## config.mk

```make
export PLATFORM = sky130hd
export DESIGN_NAME = lspcAutoAnim
export DESIGN_NICKNAME = d
export VERILOG_FILES = /design/src/lspcPkg.sv /design/src/lspcAutoAnim.sv
export SDC_FILE = /design/constraint.sdc
export NUM_CORES = 1
export LEC_CHECK = 0
export CORE_MARGIN = 2
export CORE_UTILIZATION = 45
export CTS_BUF_LIST = sky130_fd_sc_hd__clkbuf_8
export DETAILED_ROUTE_END_ITERATION = 10
export DONT_BUFFER_PORTS = 1
export SYNTH_ARGS = -nofsm -noshare
export SYNTH_HDL_FRONTEND = slang
export SYNTH_SLANG_ARGS = --single-unit
```

## constraint.sdc

```tcl
create_clock -name clk24M -period 1.9 [get_ports clk24M]
set_input_delay 0.095 -clock clk24M [delete_from_list [all_inputs] [get_ports clk24M]]
set_output_delay 0.095 -clock clk24M [all_outputs]
set_load 0.02 [all_outputs]
```

## src/lspcPkg.sv

```systemverilog
/*
  Shared widths, register indices and slot numbers for the sprite/VRAM model.
  A column is 32 clocks long and always starts at a multiple of eight pixels.
*/
`default_nettype none

package lspcPkg;

	// CPU side words
	typedef logic [15:0] vramAddrT;
	typedef logic [15:0] vramDataT;

	// Register select from the CPU address lines
	typedef logic [1:0] regIndexT;

	localparam regIndexT regVramAddr = 2'd0;
	localparam regIndexT regVramRw = 2'd1;
	localparam regIndexT regVramMod = 2'd2;
	localparam regIndexT regLspcMode = 2'd3;

	// Raster position
	typedef logic [8:0] pixelT;
	typedef logic [8:0] rasterT;

	// Auto-animation tile number, wraps at 8
	typedef logic [2:0] aaCountT;

	// Clock position in an eight-pixel column
	typedef logic [4:0] slotT;

	// Sprite attributes on the P bus
	typedef logic [19:0] tileT;
	typedef logic [7:0] paletteT;

	// Fixed fetch slots, first attribute word then second
	localparam slotT fetchSlotWord0 = 5'd0;
	localparam slotT fetchSlotWord1 = 5'd1;

	// CPU owns the port from here to the end of the column
	localparam slotT cpuSlotFirst = 5'd4;

endpackage

`default_nettype wire

```

## src/lspcAutoAnim.sv

```systemverilog
/*
  Frame timer for auto-animation. aaCount steps once every aaSpeed+1 frames.
*/
`timescale 1ns/10ps
`default_nettype none

module lspcAutoAnim (
	input logic clk24M,
	input logic arstN,
	input logic frameStart,
	input logic [7:0] aaSpeed,
	output lspcPkg::aaCountT aaCount
);
	import lspcPkg::*;

	logic [7:0] frameTimer;

	always_ff @(posedge clk24M or negedge arstN) begin
		if (!arstN) begin
			frameTimer <= 8'd0;
			aaCount <= '0;
		end else if (frameStart) begin
			// Reload on expiry, count wraps at 8
			if (frameTimer == 8'd0) begin
				frameTimer <= aaSpeed;
				aaCount <= aaCount + 3'd1;
			end else begin
				frameTimer <= frameTimer - 8'd1;
			end
		end
	end

endmodule

`default_nettype wire

```

# Word level (Yosys, flattened, before mapping)
# Cells that the tools add are included.
# classes
n_mux	1
addsub	2
reduce_logical	2
# op_table
operator	count
$logic_not A8 Y1	1
$mux W8	1
$sub A8 B1 Y8 const B	1
$add A3 B1 Y3 const B	1
$reduce_and A2 Y1	1
# word_totals
wordCells	7
regBits	11
output_inout_bits	3
inputBits	11

# Logic depth before layout (Yosys ltp)
# Gate-level depths: netlist (run 1).
# logic_depth
depth_word	2
ltp_mapped	6
depth_no_buf	5

# Least setup slack after synthesis (run 1)
# OpenSTA, ideal clock, no wires.
# synth_path
kind	reg2reg
from	reg frameTimer[0]
to	reg frameTimer[0]
path_buffers	1
t_arrival_ns	1.365
setup_ns	0.126
path_stages_with_launch	7
required_time_ns	1.774
setup_slack_ns	0.408
cell_sequence	dfrtp_1 inv_1 ha_1 nor4b_4 buf_6 a21oi_2 a311o_1
# synth_via
elab_chain_cells	2
# synth_rtl
element	line	source
start, declared	lspcAutoAnim.sv:16	logic [7:0] frameTimer;
start signal, assigned	lspcAutoAnim.sv:25	frameTimer <= aaSpeed;
start signal, assigned	lspcAutoAnim.sv:28	frameTimer <= frameTimer - 8'd1;
$sub A8 B1 Y8 or $logic_not A8 Y1 (tied branches)	lspcAutoAnim.sv:28, lspcAutoAnim.sv:24	
$mux W8 *	lspcAutoAnim.sv:24	if (frameTimer == 8'd0) begin
# Mark *: on every way between the ends. The rest lies on a longest branch, timed or not.
# A chain may end at the register's enable or synchronous reset.

# Worst setup path after layout (run 1)
# layout_path
from	reg frameTimer[0]
to	reg aaCount[1]
# layout_via
elab_chain_cells	2
# layout_rtl
element	line	source
$logic_not A8 Y1	lspcAutoAnim.sv:24	
$reduce_and A2 Y1 (no source line)	--	
end signal, assigned	lspcAutoAnim.sv:26	aaCount <= aaCount + 3'd1;
end, declared	lspcAutoAnim.sv:12	output lspcPkg::aaCountT aaCount
# Every way passes these cells.

==> flow_summary.toml, run 1 <==
[die]
die_w_um = 45.29
die-area_um2 = 2051
core_area_um2 = 1559
die_h_um = 45.29
io-pin-count = 14
start_util_pct = 49.20
num_rows = 14

[placement]
io_buffers = 0
place_hpwl_um = 1102
post-place-ws_ns = 0.2611
gp_congestion = 0.8680

[clock_network]
path_clk_slew_ns = 0.05
clockRootBuffer = "clkbuf_8"
ctsResizeCount = 0
cts_max_level = 1
clockBufferDepth = 2
cts_tree = "done"
cts_made_buffers = 3
cts.sinks = 11
clkLatencyLatePin_ns = 0.24

[routing]
drt_iter0_drc = 12
firstDrtPassIters = 3
drc = 0
dr_total_vias = 570
wl_per_cell_um = 16.32
ant_nets = 0
wirelength_um = 1518
via_per_inst = 6.129

[synthesis]
synth_seq_cells = 11
netlist_top_cells_area = "dfrtp_1 36%, nor4b_4 6.2%, ha_1 4.9%, buf_6 2.9%, inv_1 2.4%"
synth_seq_area_share_pct = 35.89
ys.flop_type = "dfrtp_1"
synth-edff-count = 0
syn_nets = 87
ys_warn_count = 0
synth.top_cell.area_share_pct = 35.89
synth_area_um2 = 767.0
synthTopCellsByCount = "11 x dfrtp_1, 5 x inv_1, 5 x nor2_1"
synth_most_common_cell = "dfrtp_1"
avgSynthCellArea_um2 = 10.51
yosys.area.top_type = "dfrtp_1"
yosysUniqueCellTypes = 41
syn_inst = 73
async_flop_share_pct = 100.0

[run_status]
status = "finished, final reports clean"

[power]
power.density_nw_per_um2 = 1329
p_leak_nw = 0.3652
ir_worst_vdd_mv = 0.6336

[sta]
setup_slack_ns = 0.2632
finalHoldViolations = 0
finalCritPeriodShare_pct = 86.15
relSlewSlack_pct = 64.03
worst_pin_slew_ns = 0.5378
final_max_slew_viol_count = 0
setup_tns_ns = 0
clock.fmax_mhz = 611.0
setup_viol = 0
rsz0062_at_grt = "false"
clock_skew_ns = 0.005196
fin_crit_ns = 1.637

[final_layout]
antennaDiodeCount = 0
drive_above_1_share_pct = 22.08
final_core_util_pct = 53.53
synthToLayoutAreaGrowth_pct = 8.809
fin_nets = 92

[setup_path]
path_cells = "inv_1 > ha_1 > nor4b_4 > buf_4 > nand2_4 > mux2_4"
path_delay_family = "flip-flops"
crit_type = "reg -> reg"
cp-end-kind = "flip-flop"
critPathSlowestCell = "dfrtp_1"
critPathRequiredTime_ns = 2.03
startpoint_type = "flip-flop"
crit_path_max_fanout = 4
slowest_delay_ns = 0.41
arrival_ns = 1.76
critPathBufInv = 2

[grt]
overflow = 0
grt_pass1_wl_um = 2615
track_usage_pct = 18.02
grt_pass1_vias = 573
grt_max_degree = 19
antenna_found_initial = 0

[min_path]
min_path_type = "in -> reg"

[flow_run]
maxCapViolations = 0
[report_power, final]
group          leakage [nW]  total (mW)  internal [mW]  switching (mW)
logic                 0.201       0.385          0.203           0.182
clock network        0.0269       0.231          0.142          0.0888
registers             0.137       0.493          0.316           0.177
[area by class of cell]
cell class | instances | area [um^2]
Clock buffer | 3 | 41.29
Timing Repair Buffer | 4 | 35.03
Inverter | 5 | 18.77
Tap cell | 16 | 20.02
Fill cell | 139 | 724.4
Sequential cell | 11 | 275.3
Clock inverter | 1 | 3.754
Multi-Input combinational cell | 53 | 440.4
[registers in the layout, summed over array words and instances (netlist names)]
register    flops
frameTimer      8
aaCount         3
[metrics by stage]
stage | instances | hold WS [ns] | power, mW | area [um^2]
after floorplan | 73 | -0.2006 | 0.8126 | 767.0
after global placement | 87 | -0.2003 | 0.8693 | 769.5
after detailed placement | 87 | -0.2002 | 0.8741 | 769.5
after CTS | 93 | 0.005365 | 1.121 | 834.6
after global routing | 93 | 0.02514 | 1.200 | 834.6
final | 93 | 0.008742 | 1.109 | 834.6
[routing by layer]
layer	up-vias	global-route usage, %	wire (um)
li1	282	-	-
met1	273	23.31	730
met2	12	27.71	679
met3	3	7.200	91
met4	0	5.294	17
met5	-	0	0
[cell usage in the layout, fill, tap and decap left out, types with 3 or more instances in the layout]
cell type and n:
clkbuf_8 3, nand2_1 3, nor2_1 5, ha_1 3, nand3_1 3, inv_1 6, dfrtp_1 11
[logic make-up (layout without fill, tap and decap cells)]
logic type / Yosys count / in the layout / share of synthesized area [%]
multiplexers: 2 / 2 / 3.262
buffers and inverters: 9 / 13 / 6.687
XOR/XNOR: 2 / 2 / 2.284
adder cells (fa/ha/maj): 3 / 3 / 4.894
flip-flops: 11 / 11 / 35.89
AO/OA/AOI/OAI: 17 / 17 / 17.62
AND/OR/NAND/NOR: 29 / 29 / 29.37
[worst paths after layout]
check / cells past startpoint / startpoint / to / slack [ns]
max in group asynchronous: 1 / arstN / frameTimer[1] / 1.26
min in group asynchronous: 1 / arstN / frameTimer[2] / 0.27
setup reg to reg: 6 / frameTimer[0] / aaCount[1] / 0.26
setup / recovery: 6 / frameTimer[0] / aaCount[1] / 0.26
hold / removal: 2 / frameStart / frameTimer[6] / 0.009
hold reg to reg: 1 / aaCount[2] / aaCount[2] / 0.60
[what timing repair did]
action	in CTS	in global routing
hold buffers	2	0
hold endpoints to repair	12	0
buffers inserted	0	0
No activity file was read; power rests on OpenSTA's default activity.
==> run 2, diff against run 1 <==
- ABC_AREA: default -> 1
- RECOVER_POWER: default -> 50
==> run 2 against run 1 <==
Flip-flop and latch count unchanged. Worst hold slack worse by 0.0012 ns. Cell count grew 37%. Non-clock buffer count fell by 2. Die area stayed put. Clock power up 6%. Critical path depth unchanged. Maximum frequency grew 16%. Via count rose by 16%. Synthesized cell count grew 47%. First-iteration DRC count shrank 25%. Routed wire length increased by 6.8%. Largest power group is now combinational cells. Highest routed layer unchanged.
==> flow_summary.toml, run 2 <==
[grt]
antenna_found_initial = 0
track_usage_pct = 19.72
grt_pass1_wl_um = 2877
busiest_layer = "met2"
grt_pass1_vias = 665
overflow = 0
grt_util_met3_pct = 5.600
grt_use_met2_pct = 31.14
grt_max_degree = 12
met1_usage_pct = 25.62

[power]
p_leak_nw = 0.4413
ir_worst_vdd_mv = 0.7289
p_clk_share_pct = 17.8
power.density_nw_per_um2 = 1636
internal-power_mw = 0.7170
switching_share_pct = 47.78
combPwrFrac_pct = 45.5
power_switching_mw = 0.6561
p_seq_share_pct = 36.6

[final_layout]
final_core_util_pct = 53.85
antennaDiodeCount = 0
regMostFlops = "frameTimer"
layout.cells.most_common_list = "31 x nand2_1, 13 x nand3_1, 12 x inv_1, 11 x dfrtp_1, 6 x nor2_1"
synthToLayoutAreaGrowth_pct = 9.462
drive_above_1_share_pct = 15.32
final_common_cell = "nand2_1"
largestRegisters = "frameTimer (8), aaCount (3)"
fin_nets = 126
largest_register_ffs = 8

[clock_network]
path_clk_slew_ns = 0.06
clkLatencyLatePin_ns = 0.24
cts.sinks = 11
clockRootBuffer = "clkbuf_8"
cts_made_buffers = 3
cts_max_level = 1
cts_tree = "done"
ctsResizeCount = 0
clockBufferDepth = 2

[synthesis]
synth-edff-count = 0
synth-compound-area-share_pct = 7.178
yosysUniqueCellTypes = 21
syn_nets = 121
ys.flop_type = "dfrtp_1"
yosys.area.top_type = "dfrtp_1"
synth_seq_area_share_pct = 35.89
synth_area_um2 = 767.0
syn_inst = 107
synth_most_common_cell = "nand2_1"
netlist_top_cells_area = "dfrtp_1 36%, nand2_1 15%, nand3_1 8.5%, inv_1 5.4%, ha_1 4.9%"
synth-adder-area-share_pct = 4.894
avgSynthCellArea_um2 = 7.168
synthMuxAreaShare_pct = 0
async_flop_share_pct = 100.0
synth.top_cell.area_share_pct = 35.89
synth_top_family_by_area = "simple AND/OR/NAND/NOR gates"
synth_simple_gate_area_share_pct = 40.78
synthTopCellsByCount = "31 x nand2_1, 13 x nand3_1, 11 x dfrtp_1, 11 x inv_1, 6 x nor2_1"
synth_seq_cells = 11
synth_xor_area_share_pct = 2.284
ys_warn_count = 0

[setup_path]
cp.depth = 6
crit_type = "reg -> reg"
slowest_delay_ns = 0.38
critPathSlowestCell = "dfrtp_1"
path_delay_family = "simple AND/OR/NAND/NOR gates"
critPathRequiredTime_ns = 2.02
cp-end-kind = "flip-flop"
arrival_ns = 1.54
startpoint_type = "flip-flop"
path_cells = "inv_1 > ha_1 > nand3_1 > nor2_4 > nand2_1 > xnor2_1"
critPathBufInv = 1
r2r_cells = 6
crit_path_max_fanout = 5

[sta]
fin_crit_ns = 1.415
relSlewSlack_pct = 62.57
finalHoldViolations = 0
finalCritPeriodShare_pct = 74.49
final_max_slew_viol_count = 0
rsz0062_at_grt = "false"
clock.fmax_mhz = 706.5
worst_pin_slew_ns = 0.5595
holdWs_ns = 0.007540
setup_viol = 0
clock_skew_ns = 0.001720
setup_tns_ns = 0

[die]
core_area_um2 = 1559
die_h_um = 45.29
die-area_um2 = 2051
num_rows = 14
die_w_um = 45.29
start_util_pct = 49.20
io-pin-count = 14

[routing]
dr_total_vias = 661
ant_nets = 0
drc = 0
firstDrtPassIters = 4
wl_per_cell_um = 12.76
drt_iter0_drc = 9
wirelength_um = 1621
via_per_inst = 5.205

[placement]
io_buffers = 0
gp_congestion = 0.7936
place_hpwl_um = 1180

[flow_run]
maxCapViolations = 0

[run_status]
status = "finished, final reports clean"

[min_path]
whs_path_depth = 2
min_path_type = "in -> reg"
## run 2: final cells by class
type | instances | area, um^2
clock inverter | 1 | 3.754
timing repair buffer | 2 | 20.02
clock buffer | 3 | 41.29
tap | 16 | 20.02
sequential | 11 | 275.3
inverter | 15 | 56.30
fill | 150 | 719.4
multi-input combinational | 79 | 422.9
## run 2: path summary, 6_finish.rpt
kind	from	endpoint	slack [ns]
max in group asynchronous	arstN	aaCount[0]	1.25
worst max register to register	frameTimer[0]	aaCount[0]	0.48
worst min register to register	frameTimer[7]	frameTimer[7]	0.53
min in group asynchronous	arstN	frameTimer[2]	0.28
worst max-delay path	frameTimer[0]	aaCount[0]	0.48
worst min-delay path	frameStart	aaCount[2]	0.008
## run 2: repair_timing
item                                   in CTS  in global routing
setup buffers                               0                  0
hold buffers                                2                  0
endpoints found under the hold margin      14                  0
## run 2: layer usage
metal	vias to the layer above	share of wire (%)	routed length, um
met4	0	1.4	23
met3	2	3.5	57
met5	-	0	0
met1	304	50	811
met2	12	45	729
li1	343	-	-
## run 2: worst register-to-register path, stage by stage, from the launching register on
cell     delay [ns]
dfrtp_1        0.38
inv_1          0.12
ha_1           0.18
nand3_1        0.16
nor2_4         0.21
nand2_1        0.10
xnor2_1        0.13
## run 2: metrics by stage
stage               worst slack [ns]  total power, mW  cells  cell area (um^2)
finish                        0.4846            1.373    127             839.6
global route                  0.3112            1.508    127             839.6
CTS                           0.4918            1.374    127             839.6
detailed placement            0.5048            1.122    121             774.5
global placement              0.5409            1.114    121             774.5
floorplan                     0.6295            1.005    107             767.0
## run 2: cell families after synthesis
logic type | Yosys count
AOI/OAI and AO/OA | 11
xor gates and xnor gates | 2
adders and majority gates | 3
buffers and inverters | 17
DFF | 11
and+or+nand+nor | 63
## run 2: power by group through the flow
stage                     clock network [mW]  registers (mW)  logic (mW)
after floorplan                            0           0.473       0.532
after global placement                     0           0.503       0.611
after detailed placement                   0           0.505       0.617
after CTS                              0.242           0.501       0.630
after global routing                   0.255           0.521       0.732
final                                  0.245           0.503       0.625
==> run 3, diff against run 2 <==
- clock period: 1.9 -> 1.31 ns (I/O delays scaled with it)
==> run 3 against run 2 <==
The run now ends with negative hold slack left. Count of clock-buffer cells in the layout stayed put. Cell area grew 12%. Utilization rose by 6.3 points. Critical endpoint is now frameTimer[4]. Largest cell class unchanged.
==> flow_summary.toml, run 3 (synthesis results as in run 2) <==
[routing]
drt_iter0_drc = 20
ant_nets = 0
wirelength_um = 1750
via_per_inst = 5.231
wl_met2_um = 831
dr_total_vias = 701
met3_wirelength_um = 67
firstDrtPassIters = 4
wl_per_cell_um = 13.06
routed.top_layer = "met4"
drc = 0
met1Wirelength_um = 811

[sta]
finalHoldViolations = 1
final_max_slew_viol_count = 0
finalCritPeriodShare_pct = 96.07
worst_pin_slew_ns = 0.5299
setup_slack_ns = 0.05151
rsz0062_at_grt = "true"
setup_tns_ns = 0
clock.fmax_mhz = 794.6
clock_skew_ns = 0.001252
holdWs_ns = -0.01928
setup_viol = 0
fin_crit_ns = 1.258
relSlewSlack_pct = 64.55

[die]
die-area_um2 = 2051
die_w_um = 45.29
io-pin-count = 14
core_area_um2 = 1559
num_rows = 14
start_util_pct = 49.20
die_h_um = 45.29

[final_layout]
n_fill_cell = 159
regMostFlops = "frameTimer"
drive_above_1_share_pct = 28.81
final_common_cell = "nand2_1"
layout.cells.most_common_list = "29 x nand2_1, 11 x nand3_1, 10 x inv_1, 10 x dfrtp_1, 6 x buf_4"
fin_cells = 134
final_core_util_pct = 60.11
synthToLayoutAreaGrowth_pct = 22.19
largest_register_ffs = 8
fin_nets = 133
design_area_um2 = 937.1
largestRegisters = "frameTimer (8), aaCount (3)"
antennaDiodeCount = 0

[setup_path]
startpoint_type = "flip-flop"
crit_type = "reg -> reg"
arrival_ns = 1.39
rrSetupSlack_ns = 0.05
cp-end-kind = "flip-flop"
worstReg2RegStart = "frameTimer[0]"
crit_path_max_fanout = 5
r2r_cells = 9
critPathRequiredTime_ns = 1.44
r2r_end = "frameTimer[4]"

[grt]
track_usage_pct = 20.61
grt_pass1_wl_um = 3008
grt_pass1_vias = 707
antenna_found_initial = 0
grt_max_degree = 12
overflow = 0

[placement]
gp_congestion = 0.7552
place_hpwl_um = 1266
placed_cell_area_um2 = 819.5
io_buffers = 0
post-place-ws_ns = -0.06959
place_inst = 127

[min_path]
min_path_type = "in -> reg"
holdPathEnd = "aaCount[0]"
min_from = "frameStart"
whs_path_depth = 2

[power]
p_total_mw = 2.231
ir_worst_vdd_mv = 1.505
power.density_nw_per_um2 = 2380
p_leak_nw = 0.4726

[clock_network]
clockRootBuffer = "clkbuf_8"
clkLatencyLatePin_ns = 0.24
path_clk_slew_ns = 0.05
clockBufferDepth = 2
cts_max_level = 1
post_cts_buffers = 0
cts.sinks = 11
cts_made_buffers = 3
cts_tree = "done"

[run_status]
status = "finished, violations left"
violations = "negative hold slack"

[flow_run]
maxCapViolations = 0
[run 3: changes by cell type in the layout (fill, tap and decap cells not counted), sizes merged]
cell	delta
buf	+6
nand2	+1
[run 3: layer usage]
metal	vias up	global-route usage, %
li1	358	-
met4	0	10.59
met5	-	0
met2	19	33.14
met1	319	27.05
met3	5	2.400
[run 3: cell type report]
type | count | area, um^2 | share of cell area (%)
clock buffer | 3 | 41.29 | 4.406
clock inverter | 1 | 3.754 | 0.4005
inverter | 15 | 56.30 | 6.008
tap | 16 | 20.02 | 2.136
multi-input combinational | 80 | 474.2 | 50.60
timing repair buffer | 8 | 65.06 | 6.943
sequential | 11 | 276.5 | 29.51
[run 3: worst max path at each step]
stage,slack [ns],endpoint,startpoint
2_1_floorplan,0.04,aaCount[0],frameTimer[0]
3_3_place_gp,-0.02,frameTimer[4],frameTimer[0]
3_5_place_dp,-0.07,frameTimer[4],frameTimer[0]
4_1_cts,0.03,frameTimer[4],frameTimer[0]
5_1_grt,-0.01,frameTimer[5],frameTimer[0]
6_report,0.05,frameTimer[4],frameTimer[0]
[run 3: power breakdown]
part | switching [mW] | internal, mW | total, mW
Combinational | 0.682 | 0.485 | 1.17
Clock | 0.129 | 0.206 | 0.335
Sequential | 0.231 | 0.496 | 0.728
[run 3: timing repair]
item                       in CTS  in global routing
hold endpoints to repair       16                  0
setup endpoints to repair      11                  9
pin swaps                       1                  3
gates cloned                    0                  1
hold buffers                    2                  0
resized for setup               6                  7
[run 3: critical path, stage by stage (launching register included)]
cell     delay, ns
dfrtp_1       0.38
inv_2         0.11
ha_4          0.16
nand3_4       0.09
inv_2         0.10
nand2_4       0.08
nor2_4        0.08
nor2_2        0.03
nand2_1       0.07
nand2_1       0.05
